$ cat config.mk
export PLATFORM = sky130hd
export DESIGN_NAME = sprite_offset_loader
export DESIGN_NICKNAME = d
export VERILOG_FILES = /design/src/verilog/sprite_offset_loader.sv
export VERILOG_INCLUDE_DIRS = /design/src /design/src/include
export SDC_FILE = /design/constraint.sdc
export NUM_CORES = 1
export LEC_CHECK = 0
export ABC_AREA = 1
export BUFFER_PORTS_ARGS = -buffer_cell sky130_fd_sc_hd__buf_2
export CORE_MARGIN = 5
export CORE_UTILIZATION = 50
export DETAILED_ROUTE_END_ITERATION = 12
export PLACE_DENSITY = 0.94
export SETUP_SLACK_MARGIN = 0.3
export SLEW_MARGIN = 20
export SYNTH_ARGS = -nofsm -noshare
export SYNTH_HDL_FRONTEND = slang
export SYNTH_SLANG_ARGS = --single-unit
export TNS_END_PERCENT = 5
$ cat constraint.sdc
create_clock -name clk -period 3.7 [get_ports clk]
set_input_delay 0.925 -clock clk [delete_from_list [all_inputs] [get_ports clk]]
set_output_delay 0.925 -clock clk [all_outputs]
set_load 0.02 [all_outputs]
$ cat src/include/sprite_cfg.svh
`ifndef SPRITE_CFG_SVH
`define SPRITE_CFG_SVH

// Screen position and sprite coordinate width
`define SPRITE_POS_WIDTH 9

// Sprite table in sprite RAM
`define SPRITE_TABLE_AWIDTH 8
`define SPRITE_COUNT 64
`define SPRITE_ENTRY_BYTES 4

// Image ROM, offsets for each size sit in its first nine bytes
`define SPRITE_ROM_AWIDTH 17

// Hidden border on the left and top edges
`define SPRITE_BORDER 32

// Last hcnt at which rendering may still run on a line
`define SPRITE_FAILSAFE_HCNT 329

// One slot covers the whole 9-bit x range
`define SPRITE_LB_DEPTH 512

`endif

$ cat src/verilog/sprite_offset_loader.sv
`timescale 1ns/1ps
`default_nettype none

`include "sprite_cfg.svh"

module sprite_offset_loader (
	input  wire                           clk,
	input  wire                           reset,
	input  wire [7:0]                     sprom_data,
	input  wire [`SPRITE_ROM_AWIDTH-1:0]  render_rom_addr,
	output logic [`SPRITE_ROM_AWIDTH-1:0] sprom_addr,
	output logic [`SPRITE_ROM_AWIDTH-1:0] offset_32,
	output logic [`SPRITE_ROM_AWIDTH-1:0] offset_16,
	output logic [`SPRITE_ROM_AWIDTH-1:0] offset_8,
	output logic                          offsets_ready
);

	// ROM header byte being fetched
	logic [3:0]  byte_idx;
	// Second cycle of a byte, ROM data is valid
	logic        data_phase;
	// Earlier bytes of the offset being assembled
	logic [15:0] shift_q;

	// Renderer gets the ROM once the header is read
	assign sprom_addr = offsets_ready ? render_rom_addr : `SPRITE_ROM_AWIDTH'(byte_idx);

	always_ff @(posedge clk)
	begin
		if (reset)
		begin
			byte_idx      <= 4'd0;
			data_phase    <= 1'b0;
			offsets_ready <= 1'b0;
		end
		else if (!offsets_ready)
		begin
			data_phase <= ~data_phase;
			if (data_phase)
			begin
				byte_idx <= byte_idx + 4'd1;
				// Byte 8 is the low byte of the 8x8 offset
				if (byte_idx == 4'd8)
					offsets_ready <= 1'b1;
			end
		end
	end

	// Most significant byte first, three bytes per offset
	always_ff @(posedge clk)
	begin
		if (!offsets_ready && data_phase)
		begin
			shift_q <= {shift_q[7:0], sprom_data};
			case (byte_idx)
				4'd2: offset_32 <= `SPRITE_ROM_AWIDTH'({shift_q, sprom_data});
				4'd5: offset_16 <= `SPRITE_ROM_AWIDTH'({shift_q, sprom_data});
				4'd8: offset_8 <= `SPRITE_ROM_AWIDTH'({shift_q, sprom_data});
				default: ;
			endcase
		end
	end

endmodule

`default_nettype wire

After elaboration in Yosys (flattened, before gate mapping)
Index checks and enable logic that the tools add are counted.
- flip-flop bits (word level): 66
- input port bits: 27
- output and inout bits: 69
- logic and storage cells: 23
- add/sub/neg operators: 1
- equality and inequality tests: 3
- muxes and demuxes: 4
- bitwise operators: 2
- reductions and logical operators: 6
- operators with widths (kind ; count):
    two-way mux 17 bit ; 1
    AND reduction 2 bit ; 4
    adder 4 x 1 -> 4 bit, second input constant ; 1
    == test 4 x 2 -> 1 bit, second input constant ; 1
    == test 4 x 3 -> 1 bit, second input constant ; 1
    == test 4 bit, second input constant ; 1
    two-way mux 1 bit ; 3
    inverter 1 bit ; 2
    logical AND 1 bit ; 1
    zero test 1 bit ; 1

Logic depth before layout (Yosys ltp)
- depth in word-level cells: 4
- gate-level depth with buffers: 7

Worst setup path after synthesis
Ideal clock, no wire load.
- path kind: flip-flop to flip-flop
- start: reg byte_idx[1]
- end: reg offset_16[0], enable pin
- arrival time: 1.832 ns
- data required time: 3.288 ns
- setup slack: 1.456 ns
- stages on the path, launching flop included: 5
- buffers on the path: 0
- cells stage by stage: dfxtp_1 -> inv_1 -> ha_1 -> nand2_1 -> nor3_1
- longest elaborated chain between the ends: 2
- RTL lines (element ; RTL line ; text):
    from (decl) ; sprite_offset_loader.sv:19 ; logic [3:0] byte_idx;
    from (signal assigned) ; sprite_offset_loader.sv:41 ; byte_idx <= byte_idx + 4'd1;
    == test 4 x 3 -> 1 bit ; sprite_offset_loader.sv:55 ; case (byte_idx)
    AND reduction 2 bit (no source line) ; n/a ;
    to (signal assigned) ; sprite_offset_loader.sv:57 ; 4'd5: offset_16 <= `SPRITE_ROM_AWIDTH'({shift_q, sprom_data});
    to (decl) ; sprite_offset_loader.sv:13 ; output logic [`SPRITE_ROM_AWIDTH-1:0] offset_16,
Every way passes these cells.
A chain may end at the register's enable or synchronous reset.

Worst setup path after layout
- start: reg offsets_ready
- end: out sprom_addr[3]
- longest elaborated chain between the ends: 1
- RTL lines (element ; RTL line ; text):
    from (decl) ; sprite_offset_loader.sv:15 ; output logic offsets_ready
    from (signal assigned) ; sprite_offset_loader.sv:34 ; offsets_ready <= 1'b0;
    from (signal assigned) ; sprite_offset_loader.sv:44 ; offsets_ready <= 1'b1;
    two-way mux 17 bit ; sprite_offset_loader.sv:26 ; assign sprom_addr = offsets_ready ? render_rom_addr : `SPRITE_ROM_AWIDTH'(byte_idx);
    to (decl) ; sprite_offset_loader.sv:11 ; output logic [`SPRITE_ROM_AWIDTH-1:0] sprom_addr,
Every way passes these cells.

==> impl_metrics.json <==
{
  "finish.utilization_pct": 69.3,
  "min_period_over_period_pct": 66.0,
  "clk_latency_ns": 0.33,
  "initial_utilization_pct": 51.6,
  "drt_iter0_drc": 108,
  "seqPwrFrac_pct": 54.7,
  "wl_per_cell_um": 14.6,
  "path_max_fanout": 23,
  "worstPathArrival_ns": 1.52,
  "cts.clk_slew.worst_paths_ns": 0.07,
  "dpl.cell_count": 287,
  "clockBufferDepth": 2,
  "row_count": 24,
  "postLayoutCellArea_um2": 3040,
  "powerDensity_nw_per_um2": 503,
  "routed_wl_mm": 4.44,
  "hold_buffers": 0,
  "synth_warnings": 0,
  "fin_ws_ns": 1.26,
  "dp_hpwl_mm": 3.17,
  "yosysTopAreaCell": "edfxtp_1",
  "slew_violations": 0,
  "setup_viol": 0,
  "ys_types": 15,
  "ys_seq_elements": 66,
  "final-seq-area_um2": 1920,
  "cts_tree": "done",
  "fin_crit_ns": 2.44,
  "fmax_mhz": 409,
  "drc": 0,
  "synth_area_leaders": "edfxtp_1 80%, dfxtp_1 5.3%, nand2_1 4.6%",
  "first_global_vias": 1457,
  "critPathRequiredTime_ns": 2.77,
  "via_per_inst": 4.75,
  "fin_skew_ns": 0.00832,
  "die_h_um": 77.2,
  "power.switching_uw": 305,
  "synthesis.nets": 170,
  "p_comb_share_pct": 3.5,
  "synth_area_um2": 2260,
  "num-fill-cells": 298,
  "cts_made_buffers": 9,
  "rsz0062_at_grt": "false",
  "max-vdd-ir-drop_uv": 204,
  "area_growth_pct": 34.5,
  "antenna_cells": 0,
  "io_pins": 96,
  "multi_input_area_um2": 268,
  "grt_pass1_wl_mm": 6.99,
  "grt_overflow_total": 0,
  "fin_cells": 303,
  "vias": 1439,
  "worst-setup-path-type": "flip-flop to output pin",
  "die-width_um": 77.2,
  "portBuffers": 95,
  "synth_cells": 139,
  "gp_congestion": 0.818,
  "cts_sinks": 66,
  "drive_above_1_share_pct": 47.4,
  "drv_cap": 0,
  "p_sw_share_pct": 19.9,
  "hold_violations": 0,
  "end_kind": "output pin",
  "leakagePower_nw": 1.36,
  "cts-resized-gates": 0,
  "clockPowerShare_pct": 41.8,
  "hold_path_class": "flip-flop to flip-flop",
  "place_area_um2": 2820,
  "setup.worst_path.start_class": "flip-flop",
  "grt_max_degree": 24,
  "cts_root_buffer": "clkbuf_8",
  "drtAntennaViolNets": 0,
  "place_ws_ns": 1.43,
  "outcome": "completed",
  "grt_usage_pct": 15.4,
  "post-cts-setup-buffers": 0,
  "nets": 277,
  "core_area_um2": 4380,
  "synth_top_area_share_pct": 79.7,
  "fp.dieArea_um2": 5970,
  "power.internal_mw": 1.23,
  "slew_headroom_pct": 56.6,
  "antenna_found_initial": 0,
  "firstDrtPassIters": 4,
  "htree_levels": 3,
  "finalSetupTns_ns": 0,
  "tightest_slew_ns": 0.649,
  "yosysSeqAreaShare_pct": 85.0,
  "synth_area_per_cell_um2": 16.3
}
==> cells in the mapped netlist (all sizes together) <==
| cell | instances |
|---|---|
| inv | 19 |
| nor2 | 6 |
| edfxtp | 60 |
| buf | 2 |
| nand3 | 2 |
| dfxtp | 6 |
| a21oi | 3 |
| nand2 | 29 |
| nand4 | 1 |
| o21ai | 5 |
| ha | 4 |
| nor3 | 2 |
==> cell families (layout without fill, tap and decap cells) <==
family / after synthesis / after routing / share of synthesized area (%)
DFF: 66 / 66 / 85.0
and+or+nand+nor: 40 / 40 / 7.42
buffers and inverters: 21 / 133 / 3.60
AOI/OAI and AO/OA: 8 / 8 / 1.77
adders and majority gates: 4 / 4 / 2.21
==> final timing paths <==
| check | depth (start not counted) | from | to | slack (ns) |
|---|---|---|---|---|
| worst max-delay path | 4 | offsets_ready$_SDFF_PP0_ | sprom_addr[3] | 1.26 |
| worst min-delay path | 0 | shift_q[4]$_DFFE_PP_ | offset_32[12]$_DFFE_PP_ | 0.46 |
| worst max register to register | 4 | offsets_ready$_SDFF_PP0_ | offset_32[10]$_DFFE_PP_ | 2.12 |
| worst min register to register | 0 | shift_q[4]$_DFFE_PP_ | offset_32[12]$_DFFE_PP_ | 0.46 |
==> through the flow <==
stage / hold slack, ns / total power, mW
5_1_grt: 0.486 / 1.59
2_1_floorplan: 0.440 / 0.875
4_1_cts: 0.472 / 1.54
3_5_place_dp: 0.463 / 0.907
6_report: 0.465 / 1.53
3_3_place_gp: 0.442 / 0.903
==> registers in the layout (all words and copies together), names as in the netlist <==
name / cells
offsets_ready: 1
data_phase: 1
byte_idx: 4
offset_16: 17
shift_q: 9
offset_8: 17
offset_32: 17
==> metal layers <==
metal,part of all wire (%),global-route usage (%),up-vias
met5,0,0,-
met4,0.25,5.84,0
met3,9.5,7.26,2
met2,53,26.7,79
met1,37,16.0,664
li1,-,-,694
==> area by class of cell <==
class / count / area share [%]
Sequential cell: 66 / 63.2
Timing Repair Buffer: 98 / 16.4
Multi-Input combinational cell: 52 / 8.81
Clock buffer: 9 / 4.07
Clock inverter: 7 / 3.05
Inverter: 19 / 2.35
Tap cell: 52 / 2.14
==> placed cells by master, fill, tap and decap left out, types with 2 or more instances in the layout <==
cell type	instances
nor2_1	5
buf_2	95
dfxtp_1	6
inv_2	2
buf_4	3
clkinvlp_4	2
nand2_1	28
ha_1	4
inv_1	17
bufinv_16	2
nor3_2	2
nand3_1	2
edfxtp_1	60
clkbuf_8	9
o21ai_0	5
a21oi_1	3
==> power by group through the flow <==
stage          registers [mW]  clock network [mW]  logic (mW)
6_report                0.837               0.640      0.0531
5_1_grt                 0.838               0.694      0.0589
4_1_cts                 0.837               0.653      0.0534
3_5_place_dp            0.853                   0      0.0532
3_3_place_gp            0.852                   0      0.0516
2_1_floorplan           0.857                   0      0.0183
==> critical path, stage by stage, from the launching register on <==
cell,delay (ns)
dfxtp_1,0.74
inv_2,0.16
nand2_1,0.11
nand2_1,0.05
buf_2,0.15
(Power assumes the default switching activity.)
