==> src/include/sprite_cfg.svh <==
`ifndef SPRITE_CFG_SVH
`define SPRITE_CFG_SVH

// Screen position and sprite coordinate width
`define SPRITE_POS_WIDTH 9

// Sprite table in sprite RAM
`define SPRITE_TABLE_AWIDTH 8
`define SPRITE_COUNT 64
`define SPRITE_ENTRY_BYTES 4

// Image ROM, offsets for each size sit in its first nine bytes
`define SPRITE_ROM_AWIDTH 17

// Hidden border on the left and top edges
`define SPRITE_BORDER 32

// Last hcnt at which rendering may still run on a line
`define SPRITE_FAILSAFE_HCNT 329

// One slot covers the whole 9-bit x range
`define SPRITE_LB_DEPTH 512

`endif

==> src/verilog/sprite_pkg.sv <==
`default_nettype none

`include "sprite_cfg.svh"

package sprite_pkg;

	// Line-buffer and palette word
	// Bit 15 alpha, then blue, green, red at 5 bits each
	typedef logic [15:0] pixel_t;

	// Sprite size as held in table byte 0
	typedef enum logic [1:0] {
		SIZE_32 = 2'd0,
		SIZE_16 = 2'd1,
		SIZE_8  = 2'd2,
		SIZE_1  = 2'd3
	} size_code_e;

	// One sprite line to draw, handed from scanner to renderer
	typedef struct packed {
		logic [`SPRITE_POS_WIDTH-1:0] x;
		logic [4:0]                   row;
		logic [6:0]                   image;
		size_code_e                   size;
		logic                         mirror;
		logic [1:0]                   palette;
	} sprite_job_t;

endpackage

`default_nettype wire

==> src/verilog/sprite_pixel_renderer.sv <==
`timescale 1ns/1ps
`default_nettype none

`include "sprite_cfg.svh"

module sprite_pixel_renderer import sprite_pkg::*; (
	input  wire                           clk,
	input  wire                           reset,
	input  wire                           job_start,
	input  wire sprite_job_t              job,
	input  wire                           line_abort,
	input  wire [`SPRITE_ROM_AWIDTH-1:0]  offset_32,
	input  wire [`SPRITE_ROM_AWIDTH-1:0]  offset_16,
	input  wire [`SPRITE_ROM_AWIDTH-1:0]  offset_8,
	input  wire [7:0]                     sprom_data,
	input  wire pixel_t                   palrom_data,
	output logic [`SPRITE_ROM_AWIDTH-1:0] render_rom_addr,
	output logic [7:0]                    palrom_addr,
	output logic                          lb_wr,
	output logic [`SPRITE_POS_WIDTH-1:0]  lb_wr_addr,
	output pixel_t                        lb_wr_data,
	output logic                          job_done
);

	localparam int RW = `SPRITE_ROM_AWIDTH;
	localparam int PW = `SPRITE_POS_WIDTH;

	// Pipeline stages: ROM address, ROM data, palette address, palette data
	logic [3:0]    vld;
	logic [3:0]    last;
	logic [4:0]    pix;
	logic [4:0]    size_m1;
	logic          mirror_q;
	logic [1:0]    pal_q;
	logic [PW-1:0] pos;
	logic [4:0]    job_size_m1;
	logic [RW-1:0] start_addr;

	// Start of this row in the image ROM
	always_comb
	begin
		case (job.size)
			SIZE_32:
			begin
				job_size_m1 = 5'd31;
				start_addr  = offset_32 + RW'({job.image, 10'b0}) + RW'({job.row, 5'b0});
			end
			SIZE_16:
			begin
				job_size_m1 = 5'd15;
				start_addr  = offset_16 + RW'({job.image, 8'b0}) + RW'({job.row[3:0], 4'b0});
			end
			SIZE_8:
			begin
				job_size_m1 = 5'd7;
				start_addr  = offset_8 + RW'({job.image, 6'b0}) + RW'({job.row[2:0], 3'b0});
			end
			default:
			begin
				job_size_m1 = 5'd0;
				start_addr  = offset_8 + RW'(job.image);
			end
		endcase
		// Mirrored rows are walked backwards from one size further on
		if (job.mirror)
			start_addr = start_addr + RW'(job_size_m1) + RW'(1);
	end

	always_ff @(posedge clk)
	begin
		if (reset || line_abort)
		begin
			vld      <= 4'b0;
			lb_wr    <= 1'b0;
			job_done <= 1'b0;
		end
		else
		begin
			vld[3:1] <= vld[2:0];
			// Only opaque palette entries reach the line
			lb_wr    <= vld[3] && palrom_data[15];
			job_done <= vld[3] && last[3];
			if (job_start)
				vld[0] <= 1'b1;
			else if (vld[0] && last[0])
				vld[0] <= 1'b0;
		end
	end

	always_ff @(posedge clk)
	begin
		last[3:1] <= last[2:0];

		if (job_start)
		begin
			render_rom_addr <= start_addr;
			size_m1         <= job_size_m1;
			mirror_q        <= job.mirror;
			pal_q           <= job.palette;
			pos             <= job.x;
			pix             <= 5'd0;
			last[0]         <= (job_size_m1 == 5'd0);
		end
		else if (vld[0] && !last[0])
		begin
			render_rom_addr <= mirror_q ? render_rom_addr - 1'b1 : render_rom_addr + 1'b1;
			pix             <= pix + 5'd1;
			last[0]         <= (pix + 5'd1 == size_m1);
		end

		if (vld[1])
			palrom_addr <= {pal_q, sprom_data[4:0], 1'b0};

		if (vld[3])
		begin
			lb_wr_addr <= pos;
			lb_wr_data <= palrom_data;
			pos        <= pos + 1'b1;
		end
	end

endmodule

`default_nettype wire

==> config.mk <==
export PLATFORM = sky130hd
export DESIGN_NAME = sprite_pixel_renderer
export DESIGN_NICKNAME = d
export VERILOG_FILES = /design/src/verilog/sprite_pkg.sv /design/src/verilog/sprite_pixel_renderer.sv
export VERILOG_INCLUDE_DIRS = /design/src /design/src/include
export SDC_FILE = /design/constraint.sdc
export NUM_CORES = 1
export LEC_CHECK = 0
export BUFFER_PORTS_ARGS = -buffer_cell sky130_fd_sc_hd__buf_2
export CAP_MARGIN = 5
export CORE_MARGIN = 8
export CORE_UTILIZATION = 55
export CTS_CLUSTER_DIAMETER = 100
export DETAILED_ROUTE_END_ITERATION = 10
export GPL_ROUTABILITY_DRIVEN = 0
export HOLD_SLACK_MARGIN = 0.05
export PLACE_DENSITY = 0.83
export SLEW_MARGIN = 40
export SYNTH_ARGS = -nofsm -noshare
export SYNTH_HDL_FRONTEND = slang
export SYNTH_SLANG_ARGS = --single-unit
==> constraint.sdc <==
create_clock -name clk -period 4.9 [get_ports clk]
set_input_delay 0.245 -clock clk [delete_from_list [all_inputs] [get_ports clk]]
set_output_delay 0.245 -clock clk [all_outputs]
set_load 0.01 [all_outputs]
== Word level (Yosys, flattened, before mapping) ==
Index checks and enable logic that the tools add are counted.
Word-level totals
  register bits: 81
  latch bits: 0
  RAM bits: 0
  ROM bits: 0
  bits of input ports: 105
  output and inout port bits: 52
  memories kept: 0
Cells by class
  $add $sub $neg: 13
  multipliers: 0
  divide/modulo/power cells: 0
  $lt $le $gt $ge: 0
  eq/ne operators: 3
  shift-type cells: 0
  multiplexer cells: 12
  bitwise gates (word level): 0
  reduce and logical (&&, ||, !) cells: 11
Operators by type and width (number)
  $mux W17: 4
  $pmux W17 S3: 1
  $add A17 B1 Y17 const B: 2
  $mux W9: 2
  $add A17 B10 Y17: 1
  $add A17 B13 Y17: 1
  $add A17 B15 Y17: 1
  $add A17 B17 Y17: 1
  $add A17 B5 Y17: 1
  $add A17 B6 Y17: 1
  $add A17 B7 Y17: 1
  $add A17 B8 Y17: 1
  $sub A17 B1 Y17 const B: 1
  $pmux W5 S3: 1
  $add A9 B1 Y9 const B: 1
  $reduce_bool A2 Y1: 3
  $add A5 B1 Y5 const B: 1
  $eq A5 B5 Y1: 1
  $logic_not A5 Y1: 1
  $logic_and A1 B1 Y1: 4
  $mux W1: 4
  $eq A2 B1 Y1 const B: 1
  $eq A2 B2 Y1 const B: 1
  $logic_not A2 Y1: 1
  other kinds (2): 2

== Longest topological paths before layout ==
  depth after elaboration: 7
  mapped depth: 17

== Worst setup path before layout ==
OpenSTA, ideal clock, no wires.
  path kind: input -> register
  start point: in job[5] (netlist name)
  end point: reg render_rom_addr[16] (data pin)
  arrival time: 3.808 ns
  data required time: 4.731 ns
  path slack: 0.923 ns
  stages on the path: 17
  path buffers: 0
  cells stage by stage: ha_1 inv_1 fa_1 nor2b_4 o21a_1 nor2_1 xnor2_1 mux4_2 ha_1 inv_1 o21bai_1 o2111ai_1 a211oi_2 nand3_2 or4b_4 o31a_1 o31ai_1
On the way
  cells in the longest elaborated chain, start to end: 7
  elaborated cells between the ends (all ways): 12
  classes of those cells: 9 x add/sub; 3 x mux
Ends and longest elaborated chain
  start: declaration: line sprite_pixel_renderer.sv:10  | input wire sprite_job_t job,
  $add A17 B13 Y17 (tied with other cells): line sprite_pixel_renderer.sv:56  | start_addr = offset_8 + RW'({job.image, 6'b0}) + RW'({job.row[2:0], 3'b0});
  $add A17 B6 Y17 (tied with other cells): line sprite_pixel_renderer.sv:56
  $pmux W17 S3 (*): line sprite_pixel_renderer.sv:42  | case (job.size)
  $add A17 B5 Y17: line sprite_pixel_renderer.sv:66  | start_addr = start_addr + RW'(job_size_m1) + RW'(1);
  $add A17 B1 Y17: line sprite_pixel_renderer.sv:66
  $mux W17 (*): line sprite_pixel_renderer.sv:65  | if (job.mirror)
  $mux W17 (*): line sprite_pixel_renderer.sv:94  | if (job_start)
  end signal: assignment: line sprite_pixel_renderer.sv:96  | render_rom_addr <= start_addr;
  end signal: assignment: line sprite_pixel_renderer.sv:106  | render_rom_addr <= mirror_q ? render_rom_addr - 1'b1 : render_rom_addr + 1'b1;
  end: declaration: line sprite_pixel_renderer.sv:17  | output logic [`SPRITE_ROM_AWIDTH-1:0] render_rom_addr,
Mark *: on every way between the ends. The rest lies on a longest branch, timed or not.
A chain may end at the register's enable or synchronous reset.

== Worst setup path after layout ==
Same ends and word-level chain as after synthesis.

==> metrics.yaml <==
status: "completed"
numCtsBuffers: 9
critPathMaxFanout: 4
syn_to_final_growth_pct: 17.7
die_area_sq_um: 15300
insertion_delay_ns: 0.33
nFillCells: 883
setup_tns_ns: 0
hold_viol: 0
cts_tree: "done"
powerDensity_nw_per_um2: 301
globalRouteOverflowTotal: 0
pre_cts_ws_ns: 0.460
p_sw_uw: 753
yosys_most_used_dff: "edfxtp_1"
whs_ns: 0.0859
num_vias: 5664
initial_core_util: 0.562
max_slew.worst_pin.slew_ns: 0.802
cts_num_sinks: 79
final-setup-viol-count: 0
yosys-top-cells-count: "edfxtp_1 (65), nor2_1 (61), ha_1 (60)"
grt_pass1_vias: 5745
dr.pass1.iters: 6
grt_antenna_before_repair: 0
cts_setup_buffers: 0
fin_crit_sh: 0.842
rsz0062_at_grt: "false"
setup.worst_path.start_class: "input pin"
timing.final.ws_setup_ns: 0.776
root_buffer: "clkbuf_16"
yosysTopAreaCell: "edfxtp_1"
synthCells: 642
via_per_inst: 6.03
layout-drive-gt1-share: 0.262
ctsHoldBuffers: 0
synth_nets: 813
final_antenna_net_count: 0
regToRegSetupSlack_ns: 1.42
ctsHtreeMaxLevel: 3
rows: 39
grt_max_degree: 43
fin_crit_ns: 4.12
relSlewSlack: 0.465
yosysWarnings: 0
io_buffers: 152
seq_area_frac_synth: 0.349
drt-total-wl_um: 16800
clock_path_buffers: 2
syn_area_per_cell_sq_um: 9.96
synth.area.top_cells: "edfxtp_1 (31%), ha_1 (12%), xnor2_1 (5.3%)"
die_x_um: 124
clock.fmax_mhz: 243
yosysTopAreaCellShare: 0.305
stdcell_count: 940
yosysMostFrequentCell: "edfxtp_1"
cp_data_required_time_ns: 5.06
path_clk_slew_ns: 0.06
synth_edf_count: 65
cts_resized: 0
swShare: 0.332
hp-class: "input pin to register"
drc: 0
syn_area_sq_um: 6390
n_antenna_cell: 0
critPathCaptureType: "register"
post_dp_cell_area_sq_um: 7250
ys_ff_latch: 79
p_leak_uw: 0.00321
die_h_um: 124
hpwlAfterDp_um: 13600
drv_cap: 0
vdd_drop_max_mv: 0.298
seqPwrFrac: 0.363
first_iter_violations: 543
async_flop_share: 0
skew_ns: 0.00619
p_comb_frac: 0.367
num_io_pins: 157
grt_pass1_wl_um: 26400
final_area_sq_um: 7530
track_usage: 0.215
final_max_slew_viol_count: 0
dp.cells: 924
crit_arrival_ns: 4.29
synth_cell_types: 79
worstSetupPathType: "input pin to register"
clockPowerShare: 0.270
core_sq_um: 11400
routedWlPerCell_um: 17.9
nets: 963
power.internal_uw: 1520
[kinds of logic (layout without fill, tap and decap cells)]
kind of cell	Yosys count	after routing	share of synthesized area
flops	79	79	0.349
mux	18	18	0.0385
buf+inv	38	193	0.0282
xor+xnor	68	68	0.0931
simple gates	185	185	0.149
other cells	1	1	0.000586
compound gates	187	187	0.206
fa+ha+maj	66	66	0.136
[placed cells by master, fill, tap and decap left out, types with 7 or more instances in the layout]
cell / count
o21bai_1: 8
nor2_1: 61
edfxtp_1: 65
xnor2_1: 39
nand3_1: 21
a21o_1: 12
xor2_1: 29
nand2b_1: 7
nor3_1: 12
a211oi_1: 12
o2111ai_1: 7
buf_2: 152
mux2i_1: 10
clkbuf_16: 9
o21a_1: 9
a31oi_1: 7
o211ai_1: 11
nor2b_1: 8
a21oi_1: 45
inv_1: 22
dfxtp_1: 14
o21ai_0: 27
nand2_1: 30
ha_1: 60
[registers in the layout (all words and copies together), names as in the netlist]
name	cells
pal_q	2
job_done	1
last	4
lb_wr	1
size_m1	3
vld	4
mirror_q	1
palrom_addr	7
render_rom_addr	17
pix	5
lb_wr_addr	9
lb_wr_data	16
pos	9
[path summary, 6_finish.rpt]
kind,start,endpoint,cells after the start
max,job[5],render_rom_addr[16],18
min,sprom_data[3],palrom_addr[4],1
max reg2reg,mirror_q,render_rom_addr[16],11
min reg2reg,last[2],last[3],0
[per-stage QoR]
stage / total power [uW] / utilization
after CTS: 2260 / 0.662
after global routing: 2390 / 0.662
after global placement: 1610 / 0.638
after floorplan: 1430 / -
after detailed placement: 1650 / 0.638
final: 2270 / 0.662
[cell type report]
| type | instances | area [sq um] | area share |
|---|---|---|---|
| Sequential cell | 79 | 2230 | 0.296 |
| Clock buffer | 11 | 243 | 0.0322 |
| Inverter | 24 | 90.1 | 0.0120 |
| Clock inverter | 5 | 35.0 | 0.00465 |
| Tap cell | 143 | 179 | 0.0238 |
| Timing Repair Buffer | 153 | 768 | 0.102 |
| Multi-Input combinational cell | 525 | 3980 | 0.529 |
[power by group through the flow]
stage / sequential (uW) / combinational, uW / clock (uW)
final: 823 / 834 / 612
after global routing: 828 / 914 / 649
after CTS: 823 / 824 / 618
after floorplan: 845 / 586 / 0
after detailed placement: 836 / 816 / 0
after global placement: 832 / 780 / 0
[worst max-delay path, cell delays in order]
cell       delay (ns)
buf_2            0.15
ha_1             0.20
inv_1            0.06
fa_1             0.44
nor2b_4          0.17
o21a_1           0.12
nor2_1           0.05
xnor2_1          0.13
mux4_2           0.48
ha_1             0.35
inv_1            0.06
o21bai_1         0.14
o2111ai_1        0.20
a211oi_2         0.30
nand3_2          0.16
or4b_4           0.57
o31a_1           0.25
o31ai_1          0.21
[per-layer routing]
metal | share of wire | up-vias | track usage
met5 | 0 | - | 0
met4 | 0.026 | 0 | 0.0805
met3 | 0.089 | 35 | 0.0444
met2 | 0.49 | 261 | 0.391
met1 | 0.39 | 2633 | 0.241
li1 | - | 2735 | -
Power figures use the tool's default switching activity.
