`src/include/sprite_cfg.svh`:
```
`ifndef SPRITE_CFG_SVH
`define SPRITE_CFG_SVH

// Screen position and sprite coordinate width
`define SPRITE_POS_WIDTH 9

// Sprite table in sprite RAM
`define SPRITE_TABLE_AWIDTH 8
`define SPRITE_COUNT 64
`define SPRITE_ENTRY_BYTES 4

// Image ROM, offsets for each size sit in its first nine bytes
`define SPRITE_ROM_AWIDTH 17

// Hidden border on the left and top edges
`define SPRITE_BORDER 32

// Last hcnt at which rendering may still run on a line
`define SPRITE_FAILSAFE_HCNT 329

// One slot covers the whole 9-bit x range
`define SPRITE_LB_DEPTH 512

`endif

```
`src/verilog/sprite_pkg.sv`:
```
`default_nettype none

`include "sprite_cfg.svh"

package sprite_pkg;

	// Line-buffer and palette word
	// Bit 15 alpha, then blue, green, red at 5 bits each
	typedef logic [15:0] pixel_t;

	// Sprite size as held in table byte 0
	typedef enum logic [1:0] {
		SIZE_32 = 2'd0,
		SIZE_16 = 2'd1,
		SIZE_8  = 2'd2,
		SIZE_1  = 2'd3
	} size_code_e;

	// One sprite line to draw, handed from scanner to renderer
	typedef struct packed {
		logic [`SPRITE_POS_WIDTH-1:0] x;
		logic [4:0]                   row;
		logic [6:0]                   image;
		size_code_e                   size;
		logic                         mirror;
		logic [1:0]                   palette;
	} sprite_job_t;

endpackage

`default_nettype wire

```
`src/verilog/sprite_scanner.sv`:
```
`timescale 1ns/1ps
`default_nettype none

`include "sprite_cfg.svh"

module sprite_scanner import sprite_pkg::*; (
	input  wire                             clk,
	input  wire                             reset,
	input  wire                             hsync,
	input  wire [`SPRITE_POS_WIDTH-1:0]     hcnt,
	input  wire [`SPRITE_POS_WIDTH-1:0]     vcnt,
	input  wire                             offsets_ready,
	input  wire [7:0]                       spriteram_data,
	input  wire                             job_done,
	output logic [`SPRITE_TABLE_AWIDTH-1:0] spriteram_addr,
	output logic                            line_start,
	output logic                            job_start,
	output sprite_job_t                     job,
	output logic                            line_abort
);

	localparam int PW = `SPRITE_POS_WIDTH;
	localparam int IDX_W = $clog2(`SPRITE_COUNT);
	localparam logic [IDX_W-1:0] LAST_INDEX = IDX_W'(`SPRITE_COUNT - 1);
	localparam logic [PW-1:0] BORDER = PW'(`SPRITE_BORDER);

	typedef enum logic [2:0] {
		S_IDLE,
		S_ADDR,
		S_WAIT,
		S_READ,
		S_BUSY
	} state_e;

	state_e           state;
	logic             hsync_last;
	logic [IDX_W-1:0] index;
	logic [PW-1:0]    active_y;
	logic             y_hi;
	logic [PW-1:0]    spr_y;
	logic [PW:0]      spr_y_last;
	logic [4:0]       size_m1;
	logic             y_hit;
	logic             advance;

	assign line_start = hsync && !hsync_last && offsets_ready;

	// Low byte of y comes straight off the RAM in the byte 1 read
	assign spr_y = {y_hi, spriteram_data};

	always_comb
	begin
		case (job.size)
			SIZE_32: size_m1 = 5'd31;
			SIZE_16: size_m1 = 5'd15;
			SIZE_8:  size_m1 = 5'd7;
			default: size_m1 = 5'd0;
		endcase
	end

	// One bit wider so sprites near the bottom do not wrap
	assign spr_y_last = {1'b0, spr_y} + {{(PW-4){1'b0}}, size_m1};
	assign y_hit = (active_y >= spr_y) && ({1'b0, active_y} <= spr_y_last);

	// Entry finished: disabled, off this line, or rendered
	assign advance = (state == S_READ && spriteram_addr[1:0] == 2'd0 && !spriteram_data[7])
		|| (state == S_READ && spriteram_addr[1:0] == 2'd1 && !y_hit)
		|| (state == S_BUSY && job_done);

	always_ff @(posedge clk)
	begin
		if (reset)
		begin
			state          <= S_IDLE;
			hsync_last     <= 1'b0;
			spriteram_addr <= '0;
			job_start      <= 1'b0;
			line_abort     <= 1'b0;
		end
		else
		begin
			hsync_last <= hsync;
			job_start  <= 1'b0;
			line_abort <= 1'b0;

			case (state)
				S_IDLE:
				begin
					if (line_start)
					begin
						active_y <= (vcnt == PW'(255)) ? BORDER : vcnt + BORDER + PW'(1);
						index    <= '0;
						state    <= S_ADDR;
					end
				end
				S_ADDR:
				begin
					spriteram_addr <= `SPRITE_TABLE_AWIDTH'(index * `SPRITE_ENTRY_BYTES);
					state          <= S_WAIT;
				end
				S_WAIT:
					state <= S_READ;
				S_READ:
				begin
					spriteram_addr <= spriteram_addr + 1'b1;
					state          <= S_WAIT;
					case (spriteram_addr[1:0])
						2'd0:
						begin
							// Bit 6 is the collision flag, not used here
							job.palette <= spriteram_data[5:4];
							job.size    <= size_code_e'(spriteram_data[3:2]);
							job.mirror  <= spriteram_data[1];
							y_hi        <= spriteram_data[0];
						end
						2'd1:
							job.row <= 5'(active_y - spr_y);
						2'd2:
						begin
							job.image   <= spriteram_data[7:1];
							job.x[PW-1] <= spriteram_data[0];
						end
						default:
						begin
							job.x[7:0] <= spriteram_data;
							job_start  <= 1'b1;
							state      <= S_BUSY;
						end
					endcase
				end
				default: ;
			endcase

			if (advance)
			begin
				if (index == LAST_INDEX)
					state <= S_IDLE;
				else
				begin
					index <= index + 1'b1;
					state <= S_ADDR;
				end
			end

			// Out of time for this line, give up so the next one starts clean
			if (state != S_IDLE && hcnt == PW'(`SPRITE_FAILSAFE_HCNT))
			begin
				state      <= S_IDLE;
				job_start  <= 1'b0;
				line_abort <= 1'b1;
			end
		end
	end

endmodule

`default_nettype wire

```
`config.mk`:
```
export PLATFORM = sky130hd
export DESIGN_NAME = sprite_scanner
export DESIGN_NICKNAME = d
export VERILOG_FILES = /design/src/verilog/sprite_pkg.sv /design/src/verilog/sprite_scanner.sv
export VERILOG_INCLUDE_DIRS = /design/src /design/src/include
export SDC_FILE = /design/constraint.sdc
export NUM_CORES = 1
export LEC_CHECK = 0
export ABC_CLOCK_PERIOD_IN_PS = 4540
export BUFFER_PORTS_ARGS = -buffer_cell sky130_fd_sc_hd__buf_2
export CAP_MARGIN = 30
export CORE_MARGIN = 2
export CORE_UTILIZATION = 57
export CTS_BUF_LIST = sky130_fd_sc_hd__clkbuf_4
export CTS_CLUSTER_SIZE = 8
export DETAILED_ROUTE_END_ITERATION = 16
export GPL_ROUTABILITY_DRIVEN = 0
export PLACE_DENSITY_LB_ADDON = 0.12
export SLEW_MARGIN = 20
export SYNTH_ARGS = -nofsm -noshare
export SYNTH_HDL_FRONTEND = slang
export SYNTH_SLANG_ARGS = --single-unit
```
`constraint.sdc`:
```
create_clock -name clk -period 4.54 [get_ports clk]
set_input_delay 0.454 -clock clk [delete_from_list [all_inputs] [get_ports clk]]
set_output_delay 0.454 -clock clk [all_outputs]
set_load 0.02 [all_outputs]
```
Yosys cells after proc, flatten, opt, wreduce, memory -nomap -nowiden
Cells that the tools add are included.
Word-level totals
  bits in registers: 56
  input bits: 31
  output and inout bits: 37
  logic and storage cells: 80
Operators by class
  $add $sub $neg: 6
  magnitude comparators: 2
  equality and inequality tests: 12
  multiplexer cells: 13
  bitwise gates (word level): 3
  reduce and logical (&&, ||, !) cells: 29
Operators with widths (count)
  $mux 6: 4
  $pmux 8 s2: 1
  $pmux 5 s3: 1
  $reduce_and 3->1: 5
  $pmux 3 s4: 1
  $add 9x5->10: 1
  $le 9x10->1: 1
  $add 9x1->9 const B: 1
  $add 9x6->9 const B: 1
  $eq 9x8->1 const B: 1
  $eq 9x9->1 const B: 1
  $ge 9x9->1: 1
  $logic_and 1x1->1: 9
  $mux 3: 3
  $add 8x1->8 const B: 1
  $add 6x1->6 const B: 1
  $eq 3x2->1 const B: 2
  $eq 6x6->1 const B: 1
  $reduce_or 3->1: 2
  $reduce_bool 5->1: 1
  $sub 5x5->5: 1
  $eq 2x1->1 const B: 2
  $eq 2x2->1 const B: 2
  $logic_not 2->1: 2
  other kinds (12): 19

Longest topological paths before layout
Gate-level depths: netlist of run 1.
  depth in word-level cells: 11
  gate-level depth with buffers: 19

Worst setup path after synthesis of run 1
No wires, ideal clock.
  kind: reg-to-reg
  from: reg job[4] (netlist bit)
  to: reg index[5] (data pin)
  setup time: 272 ps
  arrival time: 3326 ps
  data required time: 4268 ps
  path slack: 942 ps
  cell stages (with the launch flop): 19
  path buffers: 0
  cell sequence: edfxtp_1 > nand2_1 > ha_1 > inv_1 > fa_1 > nor2b_1 > o21ai_0 > nand2b_1 > a21o_1 > nand2_1 > xnor2_1 > ha_1 > a22o_1 > nor4_1 > o221ai_1 > o2111ai_1 > and2_4 > nor2_1 > or4_1
On the way
  cells in the longest elaborated chain, start to end: 10
  elaborated cells between the ends (all ways): 12
  classes of those cells: 1 x add/sub; 1 x order compare; 2 x eq/ne; 2 x mux; 6 x reduce/logical
RTL lines
  start, declared: RTL line sprite_scanner.sv:18  | output sprite_job_t job,
  $eq 2x2->1, or another cell as far along: RTL line sprite_scanner.sv:53  | case (job.size)
  $pmux 5 s3 (*): RTL line sprite_scanner.sv:53
  $add 9x5->10 (*): RTL line sprite_scanner.sv:62  | assign spr_y_last = {1'b0, spr_y} + {{(PW-4){1'b0}}, size_m1};
  $le 9x10->1 (*): RTL line sprite_scanner.sv:63  | assign y_hit = (active_y >= spr_y) && ({1'b0, active_y} <= spr_y_last);
  $logic_and 1x1->1 (*): RTL line sprite_scanner.sv:63
  $logic_not 1->1 (*): RTL line sprite_scanner.sv:67  | || (state == S_READ && spriteram_addr[1:0] == 2'd1 && !y_hit)
  $logic_and 1x1->1 (*): RTL line sprite_scanner.sv:67
  $logic_or 1x1->1 (*): RTL line sprite_scanner.sv:67
  $logic_or 1x1->1 (*): RTL line sprite_scanner.sv:68  | || (state == S_BUSY && job_done);
  $mux 6 (*): RTL line sprite_scanner.sv:134  | if (advance)
  end signal, assigned: RTL line sprite_scanner.sv:140  | index <= index + 1'b1;
  end, declared: RTL line sprite_scanner.sv:37  | logic [IDX_W-1:0] index;
Every way passes the cells marked *; elsewhere a longest branch is shown, timed or not.
A chain may end at the register's enable or synchronous reset.

Final worst setup path of run 1
Same ends and word-level chain as after synthesis.

==> results by group, run 1 <==
Status
  • Status: finished, final reports clean

Cells and area
  • Final core occ: 0.672
  • Final Cell Area: 3660 µm²
  • P&R area growth vs syn: 14.6%
  • Fin nets: 432
  • Share of cells above drive strength 1: 0.224
  • Number of diodes: 0
  • Non-filler cells, final: 443

STA
  • Clk_skew: approximately 0.0059 ns
  • Post-route setup slack: about 0.67 ns
  • Final setup violation count: 0
  • Fin crit share: 0.853
  • Max Freq: 0.258 GHz
  • Slew HR: 0.533
  • Worst-Margin Slew: roughly 0.7 ns
  • Max Slew Vio Count: 0
  • Tmin final: 3.87 ns
  • Setup TNS: 0 ns
  • RSZ-0062 raised after global routing: false
  • Final hold vios: 0
  • Hold slack: 0.296 ns

Setup path
  • CP Launch Point: job[4]
  • Reg2Reg Launch Point: job[4]
  • Worst-path maximum fanout: 14
  • Worst Setup End Kind: register
  • Req. time, crit path: 4.68 ns
  • Crit Path Class: reg2reg
  • R2R depth: 18
  • Arr. time, crit path: 4.01 ns
  • CP Launch Type: register

Drt
  • Via/cell ratio: about 5.5
  • Post-DR wirelength/cell: 14.0 µm
  • Final ANT Viol Nets: 0
  • Residual DRC count: 0
  • Routed via count: 2429
  • DR pass1 iterations: 4
  • Routed WL: 6190 µm
  • Initial drt markers: ~130

Floorplan
  • Height of the chip: 78.8 µm
  • Core Footprint: about 5400 µm²
  • Cell Rows: 27
  • Die area: 6210 µm²
  • Initial Util: 0.587
  • # IOs: just under 70
  • Die W: roughly 79 µm

Global routing
  • Total track usage: 0.214
  • Initial antenna violation count: 0
  • Pin count of the biggest net entering global routing: 19
  • Vias in the first global route: 2200
  • Grt total ovfl: 0
  • Global-route wire length before repair: 10300 µm

Synthesis
  • Synth Flop Type: edfxtp_1
  • FFs w/ async S/R, synth: 0
  • Yosys reg bits: 56
  • Syn nets: 364
  • Synthesized area per cell: around 11 µm²
  • Sequential share of the synthesized area: 0.483
  • Syn Std Cell Area: 3190 µm²
  • Post-Synthesis Cells: about 300
  • Post-synth EDFFs: 42
  • Yosys warning count: 0
  • Number of distinct library cells after synthesis: 48

Flow run
  • Max-cap viol count: 0

CTS
  • Clock slew seen by the registers of the worst setup and hold paths: 0.16 ns
  • Post-CTS setup buffers: 0
  • Root buffer cell: clkbuf_4
  • CTS buffer count: 5
  • # H-tree levels: 2
  • CTS tree: done
  • Clock Latency Late Sink: 0.38 ns
  • Longest Clk Path Bufs: 2
  • Post_cts resized: 0
  • CTS sink count: 56
  • Hold buffers post-CTS: 0

Power
  • P per Cell Area: 273 nW/µm²
  • Power Total: approximately 1000 µW
  • LEAKAGE: 1.52 nW
  • Peak supply drop: 0.114 mV

Worst hold path
  • Hold Path Cell Cnt: 2
  • Min-delay src: hsync
  • HP Class: in2reg

Place
  • Placed cell count: 435
  • Placed cell area: 3570 µm²
  • IO buf count: 67
  • Final HPWL DP: 4900 µm
  • Post-Place Setup Slack: around 0.63 ns
[cells in the mapped netlist (2+ instances only)]
master     n  area (µm²)
o31ai_1    2        15.0
nand2_1   24        90.1
ha_1      29         363
nor2b_1    5        31.3
mux2i_1    4        40.0
and3_1     3        18.8
nand3b_1   2        15.0
fa_1       2        40.0
or2_2      3        18.8
clkbuf_1   3        11.3
buf_6      3        33.8
nor2_1    22        82.6
dfxtp_1   14         280
o211ai_1   2        15.0
nand3_1   14        70.1
a211oi_1   3        22.5
xnor2_1   12         105
a21oi_1   20         100
a21o_1     3        22.5
nand4_1    7        43.8
xor2_1     6        52.6
inv_1     23        86.3
nor4_1     4        25.0
and2_1     6        37.5
nor3_1     8        40.0
a22oi_1    4        30.0
o21ai_0   12        60.1
edfxtp_1  42        1260
[routing by layer]
layer  part of all wire  GRT usage  vias to the layer above
met5                  0          0                        -
met4              0.013     0.0672                        0
met3              0.059     0.0443                        5
met2               0.46      0.330                       70
met1               0.47      0.306                     1119
li1                   -          -                     1235
[sequential cells by signal (all words and copies together), names as in the netlist]
register and flops:
state 3, hsync_last 1, index 6, line_abort 1
job_start 1, y_hi 1, active_y 9, spriteram_addr 8
job 26
[critical path, cell delays in order, from the launching register on]
cell       delay [ns]
edfxtp_1         0.46
nand2_1          0.16
ha_1             0.22
inv_1            0.07
fa_1             0.39
nor2b_1          0.11
o21ai_0          0.08
nand2b_1         0.11
a21o_1           0.15
nand2_1          0.07
xnor2_1          0.14
ha_1             0.20
a22o_1           0.19
nor4_1           0.17
o221ai_1         0.16
o2111ai_1        0.13
and2_4           0.25
nor2_1           0.07
or4_1            0.50
[final timing paths]
check / endpoint / slack (ns)
min: hsync_last / 0.30
max reg2reg: index[5] / 0.67
min reg2reg: spriteram_addr[1] / 0.54
max: index[5] / 0.67
[cells by family after synthesis]
group / after synthesis / share of synthesized area
buffers and inverters: 29 / 0.0412
adder cells (fa/ha/maj): 31 / 0.126
AND/OR/NAND/NOR: 108 / 0.176
flip-flops: 56 / 0.483
AO/OA/AOI/OAI: 56 / 0.111
multiplexers: 4 / 0.0125
XOR/XNOR: 18 / 0.0494
[layout by cell type (no fill, tap or decap), types with 6 or more instances in the layout]
cell type	netlist	routed
ha_1	29	29
xnor2_1	12	12
a21oi_1	20	20
nand4_1	7	7
nor2_1	22	22
o21ai_0	12	12
buf_2	0	67
nand2_1	24	24
xor2_1	6	6
dfxtp_1	14	14
edfxtp_1	42	42
nor3_1	8	8
inv_1	23	23
and2_1	6	6
nand3_1	14	14
[layout make-up]
class / instances / area [µm²]
clock buffers: 5 / 37.5
clock inverters: 3 / 47.5
fillers: 453 / 1780
inverters: 23 / 86.3
multi-input cells: 217 / 1520
flip-flops and latches: 56 / 1540
well taps: 72 / 90.1
repair buffers: 67 / 335
[power breakdown]
group | switching [mW] | leakage (nW) | internal, mW
Clock | 0.160 | 0.0454 | 0.118
Combinational | 0.0780 | 0.977 | 0.0603
Sequential | 0.0175 | 0.498 | 0.566
Total | 0.255 | 1.52 | 0.744
(Power assumes the default switching activity.)
==> run 2, diff against run 1 <==
BUFFER_PORTS_ARGS = -buffer_cell sky130_fd_sc_hd__clkbuf_2   (was -buffer_cell sky130_fd_sc_hd__buf_2)
==> run 2 against run 1 <==
Against the previous run: flip-flop and latch count is the same; global-route usage shrank 0.62 points; cell count is the same; design area grew 0.55%; worst setup slack lost 0.030 ns; non-clock buffer count is the same; clock power grew 17%; combinational power is essentially flat; core utilization grew 0.37 points; total power grew 4.7%; first-iteration DRC count grew 31%.
==> results by group, run 2 (same netlist as run 1, synthesis figures left out) <==
Floorplan
  • Initial Util: 0.587 (unchanged)
  • Die area: 6210 µm² (unchanged)
  • Cell Rows: 27 (unchanged)
  • Core Footprint: 5440 µm² (unchanged)
  • Height of the chip: 78.8 µm (unchanged)
  • Die W: 78.8 µm (unchanged)
  • # IOs: 68 (unchanged)

Power
  • Comb pwr share: 0.133 (-0.005)
  • Sequential power share: 0.558 (-0.026)
  • Clock share of power: 0.310 (+0.032)
  • Int Pwr: 804 µW (+8.0%)
  • Switch share: 0.232 (-0.0234)
  • LEAKAGE: 1.53 nW (+0.89%)
  • Peak supply drop: 0.165 mV (+44%)
  • P per Cell Area: 285 nW/µm² (+4.1%)
  • Power Total: 1.05 mW (+4.7%)
  • Sw Pwr: 243 µW (-4.9%)

Worst hold path
  • Hold Path Cell Cnt: 1 (-1)
  • HP Class: in2reg
  • Min-delay src: spriteram_data[6]
  • Worst Hold End: job[23]

Cells and area
  • Most common cell after layout, fill and taps aside: clkbuf_2
  • Sequential cell area: 1540 µm² (unchanged)
  • Largest registers: job x26, active_y x9, spriteram_addr x8
  • Fin nets: 432 (unchanged)
  • Share of cells above drive strength 1: 0.224 (unchanged)
  • P&R area growth vs syn: 15.2%
  • Number of diodes: 0 (unchanged)
  • Fillers: 443 (-2.2%)
  • Multi-input gate area: 1520 µm² (unchanged)
  • Largest Register: job
  • Final core occ: 0.676 (+0.00368)
  • Most frequent cells in the layout: clkbuf_2 (67), edfxtp_1 (42), ha_1 (29)
  • Max reg flops: 26 (unchanged)
  • Final Cell Area: 3680 µm² (+0.55%)

CTS
  • Clock Latency Late Sink: 0.38 ns (about the same)
  • Hold buffers post-CTS: 0 (unchanged)
  • Root buffer cell: clkbuf_4
  • Clock slew seen by the registers of the worst setup and hold paths: 0.15 ns (about the same)
  • Longest Clk Path Bufs: 2 (unchanged)
  • CTS tree: done
  • CTS sink count: 56 (unchanged)
  • Post-CTS setup buffers: 0 (unchanged)
  • # H-tree levels: 2 (unchanged)
  • CTS buffer count: 5 (unchanged)
  • Post_cts resized: 0 (unchanged)

Setup path
  • Worst Setup End Kind: register
  • Req. time, crit path: 4.68 ns (about the same)
  • R2r endpoint: index[5]
  • R2R depth: 15 (-3)
  • Worst-path maximum fanout: 14 (unchanged)
  • Crit Path Class: reg2reg
  • CP Launch Type: register
  • Arr. time, crit path: 4.04 ns (+0.03 ns)
  • Reg2reg setup slack: 0.64 ns (-0.03 ns)
  • Reg2Reg Launch Point: job[4]

Global routing
  • Grt total ovfl: 0 (unchanged)
  • Initial antenna violation count: 0 (unchanged)
  • Pin count of the biggest net entering global routing: 18 (-1)
  • Global-route wire length before repair: 10000 µm (-2.9%)
  • Vias in the first global route: 2195 (-0.23%)
  • Total track usage: 0.208 (-0.00619)

Status
  • Status: finished, final reports clean

STA
  • Fin crit share: 0.859 (+0.00653)
  • Tmin final: 3.90 ns (+0.0296 ns)
  • Max Slew Vio Count: 0 (unchanged)
  • Clk_skew: 0.00944 ns (+0.00355 ns)
  • Setup TNS: 0 ns (unchanged)
  • Slew HR: 0.541 (+0.00758)
  • Final hold vios: 0 (unchanged)
  • RSZ-0062 raised after global routing: false
  • Worst-Margin Slew: 0.687 ns (-0.0113 ns)
  • Max Freq: 0.256 GHz (-0.76%)
  • Final setup violation count: 0 (unchanged)

Drt
  • Final ANT Viol Nets: 0 (unchanged)
  • DR pass1 iterations: 4 (unchanged)
  • Via/cell ratio: 5.54 (+0.99%)
  • Routed via count: 2453 (+0.99%)
  • Residual DRC count: 0 (unchanged)
  • Routed WL: 6190 µm (+0.11%)
  • Post-DR wirelength/cell: 14.0 µm (+0.11%)
  • Initial drt markers: 173 (+31%)

Place
  • Final HPWL DP: 4890 µm (-0.26%)
  • IO buf count: 67 (unchanged)
  • Placed cell area: 3570 µm² (unchanged)

Flow run
  • Max-cap viol count: 0 (unchanged)
[run 2: area by class of cell]
class,instances,area share
Clock buffer,6,0.0123
Clock inverter,2,0.0163
Inverter,23,0.0235
Multi-Input combinational cell,217,0.413
Sequential cell,56,0.419
Tap cell,72,0.0245
Timing Repair Buffer,67,0.0912
[run 2: critical path, stage by stage, from the launching register on]
cell and delay, ns:
edfxtp_1 0.45, nand2_1 0.17, ha_1 0.27, a211oi_1 0.30, o21bai_1 0.11, a21oi_1 0.30, nor3_1 0.10, xnor2_1 0.18
ha_1 0.28, a22o_1 0.21, nor4_1 0.19, o221ai_1 0.16, o2111ai_1 0.13, and2_4 0.26, nor2_1 0.06, or4_1 0.50
[run 2: through the flow]
stage / setup WS (ns) / instances / hold WS, ns
global placement: 0.747 / 435 / 0.513
floorplan: 0.942 / 302 / 0.503
detailed placement: 0.578 / 435 / 0.532
CTS: 0.674 / 443 / 0.301
global route: 0.398 / 443 / 0.298
finish: 0.639 / 443 / 0.311
[run 2: worst max-delay path by stage]
stage | end | startpoint | slack, ns | depth (start not counted)
final | index[5] | job[4] | 0.64 | 15
after global routing | index[5] | job[4] | 0.40 | 18
after CTS | index[5] | job[4] | 0.67 | 15
after detailed placement | index[5] | spriteram_data[1] | 0.58 | 15
after global placement | index[5] | spriteram_data[1] | 0.75 | 15
after floorplan | index[5] | job[4] | 0.94 | 18
[run 2: metal layers]
| metal | vias up | wire (µm) | track usage |
|---|---|---|---|
| met1 | 1132 | 2890 | 0.288 |
| met5 | - | 0 | 0 |
| met3 | 8 | 320 | 0.0352 |
| li1 | 1233 | - | - |
| met4 | 0 | 123 | 0.0724 |
| met2 | 80 | 2860 | 0.333 |
[run 2: power groups by stage]
stage,clock (mW),sequential [mW],combinational (mW)
after floorplan,0,0.591,0.0951
after global placement,0,0.594,0.133
after detailed placement,0,0.595,0.138
after CTS,0.334,0.583,0.139
after global routing,0.347,0.586,0.157
final,0.324,0.584,0.139
